===== src/design/xip_pkg.sv =====
package xip_pkg;

    // ****************************************
    // Datapath and burst sizes
    // ****************************************
    localparam int WORD_W  = 32;
    localparam int BURST_W = 7;

    // Flash opcodes
    localparam logic [7:0] OP_READ_STATUS      = 8'h05;
    localparam logic [7:0] OP_WRITE_ENABLE     = 8'h06;
    localparam logic [7:0] OP_WRITE            = 8'h02;
    localparam logic [7:0] OP_READ_FLAG_STATUS = 8'h70;
    localparam logic [7:0] OP_READ_NVCR        = 8'hB5;
    localparam logic [7:0] OP_FAST_READ        = 8'h0B;

    // Response decode
    localparam int         STATUS_BUSY_BIT = 0;
    localparam int         FLAG_READY_BIT  = 7;
    localparam int         NVCR_DUMMY_LSB  = 12;
    localparam logic [4:0] DEFAULT_DUMMY   = 5'd8;

    // Operation flow of the sequencer
    typedef enum logic [3:0] {
        ST_IDLE, ST_STATUS_CMD, ST_STATUS_RSP, ST_WREN_CMD, ST_WREN_RSP,
        ST_WR_CMD, ST_WR_DATA, ST_POLL_CMD, ST_POLL_RSP, ST_CFG_CMD,
        ST_CFG_RSP, ST_RD_CMD, ST_RD_DATA, ST_COMPLETE
    } seq_state_t;

    // Command header word, top bit first
    typedef struct packed {
        logic       reserved;
        logic [3:0] chip_select;
        logic [8:0] data_bytes;
        logic [4:0] dummy;
        logic       has_dummy;
        logic       has_data_out;
        logic       has_data_in;
        logic       four_byte_addr;
        logic       has_addr;
        logic [7:0] opcode;
    } cmd_header_t;

endpackage

===== src/design/word_stream_if.sv =====
`timescale 1ns/1ps

// Word stream from the write FIFO toward the command stream
interface word_stream_if;
    logic [xip_pkg::WORD_W-1:0] data;
    logic                       eop;
    logic                       valid;
    logic                       ready;

    // FIFO side
    modport source (output data, output eop, output valid, input ready);

    // Consumer side where the sequencer drives ready
    modport sink (input data, input eop, input valid, output ready);

endinterface


===== src/design/xip_controller.sv =====
`timescale 1ns/1ps

module xip_controller #(
    parameter int ADDR_W     = 32,
    parameter int FIFO_DEPTH = 64
) (
    input  logic                        clk,
    input  logic                        reset,
    // Host bus
    input  logic [ADDR_W-1:0]           mem_addr,
    input  logic                        mem_rd,
    input  logic                        mem_wr,
    input  logic [xip_pkg::WORD_W-1:0]  mem_wrdata,
    input  logic [xip_pkg::BURST_W-1:0] mem_burstcount,
    output logic                        mem_waitrequest,
    output logic [xip_pkg::WORD_W-1:0]  mem_rddata,
    output logic                        mem_rddatavalid,
    // Command stream toward the flash
    output logic                        cmd_valid,
    input  logic                        cmd_ready,
    output logic                        cmd_sop,
    output logic                        cmd_eop,
    output logic [xip_pkg::WORD_W-1:0]  cmd_data,
    // Response stream, always accepted
    input  logic                        rsp_valid,
    input  logic [xip_pkg::WORD_W-1:0]  rsp_data,
    input  logic                        rsp_eop,
    input  logic [3:0]                  chip_select,
    output logic [ADDR_W-1:0]           addr_bytes_xip
);

    logic                        read_start;
    logic                        write_start;
    logic                        seq_idle;
    logic                        fifo_push;
    logic [xip_pkg::WORD_W-1:0]  fifo_word;
    logic                        fifo_eop;
    logic [xip_pkg::BURST_W-1:0] burst_len;
    logic [4:0]                  dummy_count;
    xip_pkg::seq_state_t         seq_state;

    word_stream_if wr_stream ();

    host_port #(.ADDR_W(ADDR_W)) u_host_port (
        .clk, .reset, .mem_addr, .mem_rd, .mem_wr, .mem_wrdata, .mem_burstcount,
        .idle(seq_idle), .mem_waitrequest, .read_start, .write_start,
        .fifo_push, .fifo_word, .fifo_eop, .burst_len, .addr_bytes_xip
    );

    write_fifo #(.FIFO_DEPTH(FIFO_DEPTH)) u_write_fifo (
        .clk, .reset, .push(fifo_push), .word(fifo_word), .eop(fifo_eop),
        .out(wr_stream.source)
    );

    flash_sequencer u_sequencer (
        .clk, .reset, .read_start, .write_start, .cmd_ready,
        .rsp_valid, .rsp_data, .rsp_eop, .fifo(wr_stream.sink),
        .idle(seq_idle), .state(seq_state), .dummy_count,
        .mem_rddata, .mem_rddatavalid
    );

    command_builder u_cmd_builder (
        .state(seq_state), .dummy_count, .burst_len, .chip_select,
        .fifo(wr_stream.sink), .cmd_valid, .cmd_sop, .cmd_eop, .cmd_data
    );

endmodule


===== src/design/command_builder.sv =====
`timescale 1ns/1ps

module command_builder (
    input  xip_pkg::seq_state_t         state,
    input  logic [4:0]                  dummy_count,
    input  logic [xip_pkg::BURST_W-1:0] burst_len,
    input  logic [3:0]                  chip_select,
    word_stream_if.sink                 fifo,
    output logic                        cmd_valid,
    output logic                        cmd_sop,
    output logic                        cmd_eop,
    output logic [xip_pkg::WORD_W-1:0]  cmd_data
);

    xip_pkg::cmd_header_t hdr;
    logic [8:0]           burst_bytes;

    // Full words only, so bytes are words times four
    assign burst_bytes = {burst_len, 2'b00};

    // ****************************************
    // Header per command state
    // ****************************************
    always_comb begin
        hdr             = '0;
        hdr.chip_select = chip_select;
        case (state)
            xip_pkg::ST_STATUS_CMD: begin
                hdr.opcode      = xip_pkg::OP_READ_STATUS;
                hdr.data_bytes  = 9'd1;
                hdr.has_data_in = 1'b1;
            end
            xip_pkg::ST_WREN_CMD: hdr.opcode = xip_pkg::OP_WRITE_ENABLE;
            xip_pkg::ST_WR_CMD: begin
                hdr.opcode       = xip_pkg::OP_WRITE;
                hdr.data_bytes   = burst_bytes;
                hdr.has_addr     = 1'b1;
                hdr.has_data_out = 1'b1;
            end
            xip_pkg::ST_POLL_CMD: begin
                hdr.opcode      = xip_pkg::OP_READ_FLAG_STATUS;
                hdr.data_bytes  = 9'd1;
                hdr.has_data_in = 1'b1;
            end
            // NVCR is two bytes wide
            xip_pkg::ST_CFG_CMD: begin
                hdr.opcode      = xip_pkg::OP_READ_NVCR;
                hdr.data_bytes  = 9'd2;
                hdr.has_data_in = 1'b1;
            end
            xip_pkg::ST_RD_CMD: begin
                hdr.opcode      = xip_pkg::OP_FAST_READ;
                hdr.data_bytes  = burst_bytes;
                hdr.dummy       = dummy_count;
                hdr.has_addr    = 1'b1;
                hdr.has_data_in = 1'b1;
                hdr.has_dummy   = 1'b1;
            end
            default: hdr.opcode = 8'h00;
        endcase
    end

    // Command stream mux
    always_comb begin
        cmd_valid = 1'b0;
        cmd_sop   = 1'b0;
        cmd_eop   = 1'b0;
        cmd_data  = hdr;
        case (state)
            xip_pkg::ST_STATUS_CMD, xip_pkg::ST_WREN_CMD, xip_pkg::ST_POLL_CMD,
            xip_pkg::ST_CFG_CMD, xip_pkg::ST_RD_CMD: begin
                // Single word packets
                cmd_valid = 1'b1;
                cmd_sop   = 1'b1;
                cmd_eop   = 1'b1;
            end
            xip_pkg::ST_WR_CMD: begin
                // Header opens the write packet, data follows
                cmd_valid = 1'b1;
                cmd_sop   = 1'b1;
            end
            xip_pkg::ST_WR_DATA: begin
                cmd_valid = fifo.valid;
                cmd_eop   = fifo.eop;
                cmd_data  = fifo.data;
            end
            default: cmd_valid = 1'b0;
        endcase
    end

endmodule


===== src/design/flash_sequencer.sv =====
`timescale 1ns/1ps

module flash_sequencer (
    input  logic                       clk,
    input  logic                       reset,
    input  logic                       read_start,
    input  logic                       write_start,
    input  logic                       cmd_ready,
    input  logic                       rsp_valid,
    input  logic [xip_pkg::WORD_W-1:0] rsp_data,
    input  logic                       rsp_eop,
    word_stream_if.sink                fifo,
    output logic                       idle,
    output xip_pkg::seq_state_t        state,
    output logic [4:0]                 dummy_count,
    output logic [xip_pkg::WORD_W-1:0] mem_rddata,
    output logic                       mem_rddatavalid
);

    xip_pkg::seq_state_t next_state;
    logic                rsp_done;
    logic                busy;
    logic [3:0]          cfg_dummy;

    assign rsp_done  = rsp_valid && rsp_eop;
    assign cfg_dummy = rsp_data[xip_pkg::NVCR_DUMMY_LSB +: 4];

    // Status reports busy high, flag status reports ready high
    always_comb begin
        busy = 1'b0;
        if (state == xip_pkg::ST_STATUS_RSP) begin
            busy = rsp_data[xip_pkg::STATUS_BUSY_BIT];
        end else if (state == xip_pkg::ST_POLL_RSP) begin
            busy = !rsp_data[xip_pkg::FLAG_READY_BIT];
        end
    end

    // ****************************************
    // Operation flow
    // ****************************************
    always_comb begin
        next_state = state;
        case (state)
            xip_pkg::ST_IDLE: begin
                if (read_start) begin
                    next_state = xip_pkg::ST_CFG_CMD;
                end else if (write_start) begin
                    next_state = xip_pkg::ST_STATUS_CMD;
                end
            end
            // Command states hold until the stream takes the header
            xip_pkg::ST_STATUS_CMD: if (cmd_ready) next_state = xip_pkg::ST_STATUS_RSP;
            xip_pkg::ST_WREN_CMD:   if (cmd_ready) next_state = xip_pkg::ST_WREN_RSP;
            xip_pkg::ST_WR_CMD:     if (cmd_ready) next_state = xip_pkg::ST_WR_DATA;
            xip_pkg::ST_POLL_CMD:   if (cmd_ready) next_state = xip_pkg::ST_POLL_RSP;
            xip_pkg::ST_CFG_CMD:    if (cmd_ready) next_state = xip_pkg::ST_CFG_RSP;
            xip_pkg::ST_RD_CMD:     if (cmd_ready) next_state = xip_pkg::ST_RD_DATA;
            // Busy device sends us back for another status read
            xip_pkg::ST_STATUS_RSP: begin
                if (rsp_done) begin
                    next_state = busy ? xip_pkg::ST_STATUS_CMD : xip_pkg::ST_WREN_CMD;
                end
            end
            xip_pkg::ST_WREN_RSP: if (rsp_done) next_state = xip_pkg::ST_WR_CMD;
            // Write packet is answered once all of its words went out
            xip_pkg::ST_WR_DATA:  if (rsp_done) next_state = xip_pkg::ST_POLL_CMD;
            xip_pkg::ST_POLL_RSP: begin
                if (rsp_done) begin
                    next_state = busy ? xip_pkg::ST_POLL_CMD : xip_pkg::ST_COMPLETE;
                end
            end
            xip_pkg::ST_CFG_RSP:  if (rsp_done) next_state = xip_pkg::ST_RD_CMD;
            xip_pkg::ST_RD_DATA:  if (rsp_done) next_state = xip_pkg::ST_COMPLETE;
            default:              next_state = xip_pkg::ST_IDLE;
        endcase
    end

    always_ff @(posedge clk or posedge reset) begin
        if (reset) begin
            state           <= xip_pkg::ST_IDLE;
            dummy_count     <= xip_pkg::DEFAULT_DUMMY;
            mem_rddatavalid <= 1'b0;
        end else begin
            state           <= next_state;
            mem_rddatavalid <= (state == xip_pkg::ST_RD_DATA) && rsp_valid;
            // Erased or unset field falls back to the default count
            if (state == xip_pkg::ST_CFG_RSP && rsp_done) begin
                if (cfg_dummy == 4'h0 || cfg_dummy == 4'hF) begin
                    dummy_count <= xip_pkg::DEFAULT_DUMMY;
                end else begin
                    dummy_count <= {1'b0, cfg_dummy};
                end
            end
        end
    end

    // Read beats reach the host one cycle later
    always_ff @(posedge clk) begin
        if (state == xip_pkg::ST_RD_DATA && rsp_valid) begin
            mem_rddata <= rsp_data;
        end
    end

    assign idle       = (state == xip_pkg::ST_IDLE);
    assign fifo.ready = (state == xip_pkg::ST_WR_DATA) && cmd_ready;

endmodule


===== src/design/write_fifo.sv =====
`timescale 1ns/1ps

module write_fifo #(
    parameter int FIFO_DEPTH = 64
) (
    input  logic                       clk,
    input  logic                       reset,
    input  logic                       push,
    input  logic [xip_pkg::WORD_W-1:0] word,
    input  logic                       eop,
    word_stream_if.source              out
);

    localparam int PTR_W = $clog2(FIFO_DEPTH);
    localparam int CNT_W = $clog2(FIFO_DEPTH + 1);

    // Each entry is {eop, word}
    logic [xip_pkg::WORD_W:0] mem [FIFO_DEPTH];
    logic [PTR_W-1:0]         wr_ptr;
    logic [PTR_W-1:0]         rd_ptr;
    logic [CNT_W-1:0]         count;
    logic                     pop;

    assign pop = out.valid && out.ready;

    always_ff @(posedge clk) begin
        if (push) begin
            mem[wr_ptr] <= {eop, word};
        end
    end

    // ****************************************
    // Pointers and fill level
    // ****************************************
    always_ff @(posedge clk or posedge reset) begin
        if (reset) begin
            wr_ptr <= '0;
            rd_ptr <= '0;
            count  <= '0;
        end else begin
            // Explicit wrap keeps non power of two depths legal
            if (push) begin
                wr_ptr <= (wr_ptr == PTR_W'(FIFO_DEPTH - 1)) ? '0 : wr_ptr + 1'b1;
            end
            if (pop) begin
                rd_ptr <= (rd_ptr == PTR_W'(FIFO_DEPTH - 1)) ? '0 : rd_ptr + 1'b1;
            end
            if (push && !pop) begin
                count <= count + 1'b1;
            end else if (pop && !push) begin
                count <= count - 1'b1;
            end
        end
    end

    // Head entry is shown without read latency
    assign out.valid = (count != '0);
    assign out.data  = mem[rd_ptr][xip_pkg::WORD_W-1:0];
    assign out.eop   = mem[rd_ptr][xip_pkg::WORD_W];

endmodule


===== src/design/host_port.sv =====
`timescale 1ns/1ps

module host_port #(
    parameter int ADDR_W = 32
) (
    input  logic                        clk,
    input  logic                        reset,
    input  logic [ADDR_W-1:0]           mem_addr,
    input  logic                        mem_rd,
    input  logic                        mem_wr,
    input  logic [xip_pkg::WORD_W-1:0]  mem_wrdata,
    input  logic [xip_pkg::BURST_W-1:0] mem_burstcount,
    input  logic                        idle,
    output logic                        mem_waitrequest,
    output logic                        read_start,
    output logic                        write_start,
    output logic                        fifo_push,
    output logic [xip_pkg::WORD_W-1:0]  fifo_word,
    output logic                        fifo_eop,
    output logic [xip_pkg::BURST_W-1:0] burst_len,
    output logic [ADDR_W-1:0]           addr_bytes_xip
);

    logic                        hold_wait;
    logic                        wr_accept;
    logic                        first_beat;
    logic [xip_pkg::BURST_W-1:0] words_left;
    logic [xip_pkg::BURST_W-1:0] cur_count;
    logic [ADDR_W-1:0]           addr_reg;

    // Waitrequest stays high for the first cycle out of reset
    always_ff @(posedge clk or posedge reset) begin
        if (reset) begin
            hold_wait <= 1'b1;
        end else begin
            hold_wait <= 1'b0;
        end
    end

    assign mem_waitrequest = hold_wait || !idle;

    // Read wins if both strobes are seen together
    assign read_start = mem_rd && !mem_waitrequest;
    assign wr_accept  = mem_wr && !mem_rd && !mem_waitrequest;

    // ****************************************
    // Burst framing
    // ****************************************
    // Zero words left means the next beat opens a new burst
    assign first_beat = (words_left == '0);
    assign cur_count  = first_beat ? mem_burstcount : words_left;

    always_ff @(posedge clk or posedge reset) begin
        if (reset) begin
            words_left <= '0;
        end else if (wr_accept) begin
            words_left <= cur_count - 1'b1;
        end
    end

    // Address and length are taken from the opening beat only
    always_ff @(posedge clk) begin
        if (read_start || (wr_accept && first_beat)) begin
            addr_reg  <= mem_addr;
            burst_len <= mem_burstcount;
        end
    end

    // Each write beat goes straight into the FIFO
    assign fifo_push   = wr_accept;
    assign fifo_word   = mem_wrdata;
    assign fifo_eop    = (cur_count == xip_pkg::BURST_W'(1));
    assign write_start = wr_accept && fifo_eop;

    // Word address to byte address
    assign addr_bytes_xip = {addr_reg[ADDR_W-3:0], 2'b00};

endmodule


===== config.mk =====
export PLATFORM = sky130hd
export DESIGN_NAME = xip_controller
export DESIGN_NICKNAME = d
export VERILOG_FILES = /design/src/design/xip_pkg.sv /design/src/design/word_stream_if.sv /design/src/design/xip_controller.sv /design/src/design/command_builder.sv /design/src/design/flash_sequencer.sv /design/src/design/write_fifo.sv /design/src/design/host_port.sv
export SDC_FILE = /design/constraint.sdc
export NUM_CORES = 2
export LEC_CHECK = 0
export BUFFER_PORTS_ARGS = -buffer_cell sky130_fd_sc_hd__buf_2
export CAP_MARGIN = 20
export CORE_MARGIN = 3
export CORE_UTILIZATION = 45
export CTS_CLUSTER_SIZE = 30
export DETAILED_ROUTE_END_ITERATION = 12
export PLACE_DENSITY = 0.7
export SYNTH_ARGS = -nofsm -noshare
export SYNTH_HDL_FRONTEND = slang
export SYNTH_SLANG_ARGS = --single-unit

===== constraint.sdc =====
create_clock -name clk -period 4.64 [get_ports clk]
set_input_delay 0.928 -clock clk [delete_from_list [all_inputs] [get_ports clk]]
set_output_delay 0.928 -clock clk [all_outputs]
set_load 0.01 [all_outputs]

# [After elaboration in Yosys (flattened, before gate mapping)]
# Memories as Yosys holds them, arrays and structs flattened.
# Cells that the tools add are included.
# Widths: inputs -> output; s select.
[totals] elab_cells=115 ff_bits=106 inputBits=114 mem_count=1 out_inout_bits=101 mem_bits_rw=2112
[memory_table] name="u_write_fifo.mem" words=64 width=33 rd=1 rd_clocked_by_memory_dff=0 wr=1 line_no="write_fifo.sv:18" text="logic [xip_pkg::WORD_W:0] mem [FIFO_DEPTH];"
[op_classes] n_reduce_logical=32 muxes=37 n_addsub=5 eq_ne=29
[ops] cell="$mux 4" count=16
[ops] cell="$pmux 4 s13" count=1
[ops] cell="$pmux 8 s6" count=1
[ops] cell="$mux 32" count=1
[ops] cell="$pmux 9 s3" count=1
[ops] cell="$eq 4x4->1 const B" count=6
[ops] cell="$mux 7" count=3
[ops] cell="$mux 6" count=3
[ops] cell="$eq 4x3->1 const B" count=4
[ops] cell="$ne 2x2->1 const B" count=7
[ops] cell="$sub 7x1->7 const B" count=2
[ops] cell="$reduce_and 13->1" count=1
[ops] cell="$add 6x1->6 const B" count=2
[ops] cell="$eq 6x6->1 const B" count=2
[ops] cell="$logic_and 1x1->1" count=12
[ops] cell="$ne 2x1->1 const B" count=5
[ops] cell="$eq 4x2->1 const B" count=2
[ops] cell="$logic_not 4->1" count=2
[ops] cell="$mux 1" count=8
[ops] cell="$add 7x1->7 const B" count=1
[ops] cell="$eq 7x1->1 const B" count=1
[ops] cell="$logic_not 7->1" count=1
[ops] cell="$reduce_bool 7->1" count=1
[ops] cell="$logic_not 1->1" count=6
[ops] cell="other kinds (10)" count=14

# [Longest topological paths before layout]
[depth] ltp_word=9 depth_mapped=13 mapped_depth_nobuf=11

# [Worst setup path before layout]
# Ideal clock, no wire load.
[synth_timing] path_kind="register to register" startpoint="register u_sequencer.state[0]" endpoint="memory u_write_fifo.mem[30][0] (netlist bit) (enable)" period_less_slack_ns=3.781 required_ns=4.217 t_arrival_ns=3.358 setup_time_ns=0.423 path_buffers=2 stages_incl_launch_ff=8 slack_ns=0.859 cell_sequence="dfrtp_1 -> buf_2 -> or4_4 -> or3_1 -> buf_4 -> nor2_4 -> nand3_1 -> nor2_1"
[synth_between] elab_chain_len=7
[synth_lines] item="from (decl)" line_no="flash_sequencer.sv:14" text="output xip_pkg::seq_state_t state,"
[synth_lines] item="from (signal assigned)" line_no="flash_sequencer.sv:80" text="state <= xip_pkg::ST_IDLE;"
[synth_lines] item="from (signal assigned)" line_no="flash_sequencer.sv:84" text="state <= next_state;"
[synth_lines] item="$logic_not 4->1" line_no="flash_sequencer.sv:104" text="assign idle = (state == xip_pkg::ST_IDLE);"
[synth_lines] item="$logic_not 1->1" line_no="host_port.sv:40" text="assign mem_waitrequest = hold_wait || !idle;"
[synth_lines] item="$logic_or 1x1->1" line_no="host_port.sv:40"
[synth_lines] item="$logic_not 1->1" line_no="host_port.sv:44" text="assign wr_accept = mem_wr && !mem_rd && !mem_waitrequest;"
[synth_lines] item="$logic_and 1x1->1" line_no="host_port.sv:44"
[synth_lines] item="$mux 1" line_no="write_fifo.sv:27" text="if (push) begin"
[synth_lines] item="$mux 1 (not written as such)" line_no="write_fifo.sv:28" text="mem[wr_ptr] <= {eop, word};"
[synth_lines] item="to (decl)" line_no="write_fifo.sv:18"
# No other way between the ends.

# [Final worst setup path]
[layout_timing] startpoint="register u_write_fifo.rd_ptr[0]" endpoint="output cmd_data[11] (netlist bit)"
[layout_between] elab_chain_len=2
[layout_lines] item="from (decl)" line_no="write_fifo.sv:20" text="logic [PTR_W-1:0] rd_ptr;"
[layout_lines] item="from (signal assigned)" line_no="write_fifo.sv:46" text="rd_ptr <= (rd_ptr == PTR_W'(FIFO_DEPTH - 1)) ? '0 : rd_ptr + 1'b1;"
[layout_lines] item="$mem_v2 64x33"
[layout_lines] item="$mux 32" line_no="command_builder.sv:69" text="case (state)"
[layout_lines] item="to (decl)" line_no="xip_controller.sv:23" text="output logic [xip_pkg::WORD_W-1:0] cmd_data,"
# No other way between the ends.

==> impl_table.tex <==
\begin{tabular}{lr}
\hline
Metric & Value \\
\hline
\multicolumn{2}{l}{\textbf{Run status}} \\
\quad Outcome & complete, but fails checks \\
\quad Failing checks & negative setup slack \\
\multicolumn{2}{l}{\textbf{CTS}} \\
\quad H-tree depth reported by CTS & 4 \\
\quad Number of hold buffers added after cts & 0 \\
\quad CTS tree & done \\
\quad Maximum number of buffers from clock root to sink & 3 \\
\quad Clock Tree Root & clkbuf\_16 \\
\quad CTS Buf Count & roughly 210 \\
\quad Clock Sinks & between 2,000 and 2,500 \\
\quad Worst-Skew Late Latency & roughly 0.85 ns \\
\quad Clock-pin slew reported for the worst setup and hold paths after clock tree synthesis & around 0.060 ns \\
\multicolumn{2}{l}{\textbf{Final layout}} \\
\quad Flip-flop count of the largest register after layout & approximately 2,100 \\
\quad Fraction of layout cells with a size suffix above 1 & 0.3358 \\
\quad Finished layout cell area & 0.1002 mm2 \\
\quad End-of-flow core utilization & 0.5327 \\
\quad Area growth syn-to-layout & 17.48\% \\
\quad Layout net count & roughly 4,500 \\
\multicolumn{2}{l}{\textbf{Power and ir drop}} \\
\quad Leakage power & roughly 0.032 uW \\
\quad Worst IR Drop VDD & about 0.37 mV \\
\quad Power per cell area & between 500 and 600 mW/mm2 \\
\multicolumn{2}{l}{\textbf{Floorplanning}} \\
\quad Core Box Area & 0.1882 mm2 \\
\quad Starting Density & 0.4534 \\
\quad Die height & between 400 and 500 um \\
\quad Die Footprint & around 0.19 mm2 \\
\quad FP Rows & approximately 160 \\
\quad Top Ports & roughly 220 \\
\quad Die boundary width & between 400 and 500 um \\
\multicolumn{2}{l}{\textbf{Hold path}} \\
\quad Worst Min Path Start & rsp\_data[16] \\
\quad Hold Path Stages & 1 \\
\quad Worst hold path type & input pin to flop \\
\quad Worst hold path endpoint & u\_sequencer.mem\_rddata[16] \\
\multicolumn{2}{l}{\textbf{Timing}} \\
\quad Final critical delay including setup and external delays & 4.706 ns \\
\quad Final number of setup-violating endpoints & 4 \\
\quad Unrepaired setup endpoints after global routing & yes \\
\quad F\_max & around 0.21 GHz \\
\quad Slew Limit Headroom & 0.2256 \\
\quad Minimum setup slack in the final design & -0.06589 ns \\
\quad Final period utilization & 1.014 \\
\quad Transition at the pin with the smallest max-transition slack & 1.162 ns \\
\quad Final hold violations & 0 \\
\quad Max-slew violation total from the final report & 0 \\
\quad Final setup skew & 0.03296 ns \\
\multicolumn{2}{l}{\textbf{Worst setup path}} \\
\quad R2R Setup Slk & around 0.69 ns \\
\quad Category of the most critical setup path & flop to output port \\
\quad CP Data Required Time & approximately 3.7 ns \\
\quad Type of element capturing the critical path & output port \\
\quad Maximum fanout encountered on the critical timing path & 15 \\
\quad WP data arrival & roughly 3.8 ns \\
\quad Cells on worst reg2reg path & 14 \\
\quad Worst reg2reg startpoint & u\_sequencer.state[1] \\
\quad Startpoint class of the critical path & flop \\
\quad Destination of the worst register-to-register timing path & u\_write\_fifo.count[5] \\
\multicolumn{2}{l}{\textbf{Logic synthesis}} \\
\quad Most numerous cell in the Yosys netlist & edfxtp\_1 \\
\quad Cell type with the largest total area after synthesis & edfxtp\_1 \\
\quad Proportion of register bits with asynchronous set or reset after synthesis & 0.01624 \\
\quad Sequential fraction of the synthesis area & 0.7781 \\
\quad Ys flop type & edfxtp\_1 \\
\quad Instance count of the mapped netlist & roughly 3,900 \\
\quad Number of warnings issued by yosys & 0 \\
\quad Leading cell types by total area after synthesis & edfxtp\_1 77\%, mux4\_2 13\%, mux2i\_1 1.5\% \\
\quad Top cells by count, synth & 2,181 x edfxtp\_1, 496 x mux4\_2, 128 x mux2i\_1 \\
\quad Count of cell types in the netlist & 79 \\
\quad Post-synthesis instance area & 0.08533 mm2 \\
\quad Portion of synthesized cell area occupied by the leading cell type & 0.7675 \\
\quad Count of flip-flops with a built-in enable after synthesis & 2,181 \\
\quad Per-instance average area after synthesis & $\sim$22 um2 \\
\quad Number of storage elements in the synthesis netlist & roughly 2,200 \\
\multicolumn{2}{l}{\textbf{Global routing}} \\
\quad Vias in the first global route & approximately 43,000 \\
\quad Maximum number of pins on one net before global-route repair & 65 \\
\quad Overflow left after global routing & 0 \\
\quad Global router's overall resource usage & 0.2309 \\
\quad Antenna violations before repair & 25 \\
\quad First-pass GRT wire length & about 320,000 um \\
\multicolumn{2}{l}{\textbf{Flow run}} \\
\quad Number of max-cap violations & 0 \\
\multicolumn{2}{l}{\textbf{Detailed routing}} \\
\quad Wirelength, routed & 226,800 um \\
\quad Initial DRC Count & 5,946 \\
\quad DRT antenna net count & 0 \\
\quad DR vias & between 40,000 and 50,000 \\
\quad Via-per-instance ratio & just over 6 \\
\quad Routed length per placed instance & about 32 um \\
\quad Pre-antenna DRT Iters & 6 \\
\quad Residual DRC count & 0 \\
\multicolumn{2}{l}{\textbf{Place}} \\
\quad Global placer's final weighted congestion & approximately 0.84 \\
\quad Detailed placement HPWL & around 130,000 um \\
\quad Port Buffer Count & between 200 and 250 \\
\quad Post-DP Area & between 0.09 and 0.1 mm2 \\
\hline
\end{tabular}
## how the worst max path moves through the flow
| stage | startpoint | to | depth (start not counted) |
|---|---|---|---|
| 2_1_floorplan | u_sequencer.state[0] | u_write_fifo.mem[30][0] | 7 |
| 3_3_place_gp | u_write_fifo.rd_ptr[2] | cmd_data[29] | 8 |
| 3_5_place_dp | u_write_fifo.rd_ptr[0] | cmd_data[3] | 9 |
| 4_1_cts | u_write_fifo.rd_ptr[0] | cmd_data[25] | 10 |
| 5_1_grt | u_write_fifo.rd_ptr[0] | cmd_data[11] | 9 |
| 6_report | u_write_fifo.rd_ptr[0] | cmd_data[11] | 9 |
## area by class of cell
type	count	area [um2]
multi-input cells	1413	18490
flip-flops and latches	2217	66410
clock inverters	127	1304
fillers	14080	87950
repair buffers	547	5238
clock buffers	267	5594
well taps	2495	3122
inverters	18	68.82
diodes	7	17.52
## cells by family (layout without fill, tap and decap cells)
| kind of cell | count (synthesis) | after routing | share of synthesized area |
|---|---|---|---|
| DFF | 2217 | 2217 | 0.7781 |
| xor gates and xnor gates | 10 | 10 | 0.001026 |
| muxes | 650 | 650 | 0.1502 |
| buffers and inverters | 225 | 959 | 0.01645 |
| AOI/OAI and AO/OA | 381 | 381 | 0.03221 |
| and+or+nand+nor | 358 | 358 | 0.02022 |
| other | 1 | 10 | 0.00004395 |
| adders and majority gates | 11 | 11 | 0.001701 |
## timing repair
item | CTS | global route
buffers inserted | 25 | 28
gates resized for setup | 69 | 74
gates cloned | 8 | 0
setup endpoints to repair | 33 | 32
pin swaps | 4 | 13
## power by group
group	total (uW)	switching, uW	internal (uW)
Sequential	22500	217	22300
Clock	17200	7400	9770
Combinational	14200	7560	6650
Total	53900	15200	38700
## worst max-delay path, stage by stage (launching register included)
cell and delay [ns]:
dfrtp_4 0.43, buf_12 0.18, buf_12 0.13, buf_16 0.19, bufbuf_16 0.36, mux4_2 0.52
mux4_2 0.54, nor2_1 0.21, o32ai_1 0.16, buf_2 0.19
## metrics by stage
step	total power, uW	setup TNS, ns	hold WS [ns]	cells	setup slack (ns)
4_1_cts	53540	-0.1575	0.1995	7030	-0.03901
6_report	53860	-0.1423	0.2585	7091	-0.06589
3_5_place_dp	35630	0	0.4624	6603	0.1629
2_1_floorplan	31400	0	0.4429	3855	0.8589
5_1_grt	55590	-0.9001	0.2137	7089	-0.1165
3_3_place_gp	35500	-0.05749	0.4603	6602	-0.05749
## placed cells by master (no fill, tap or decap), drive strengths merged, types with 7 or more instances in the layout
cell	instances
edfxtp	2181
buf	540
mux4	501
clkbuf	267
mux2i	128
nor2	113
clkinv	92
nand2	88
a22oi	72
a21oi	51
o22ai	46
nand3	40
o221ai	34
dfrtp	34
o21ai	32
a211oi	30
nor2b	24
inv	24
bufinv	22
mux2	21
a22o	18
nor3	15
nand2b	15
and2	11
o31ai	11
a31oi	10
nand4	10
ha	10
o41ai	10
nand3b	8
a211o	8
diode	7
xnor2	7
a21o	7
a32o	7
clkinvlp	7
bufbuf	7
## routing by layer
metal	global-route usage	share of wire
met3	0.05385	0.11
met2	0.3597	0.48
met5	0	0.00035
met1	0.3179	0.38
met4	0.09123	0.039
Power figures use the tool's default switching activity.
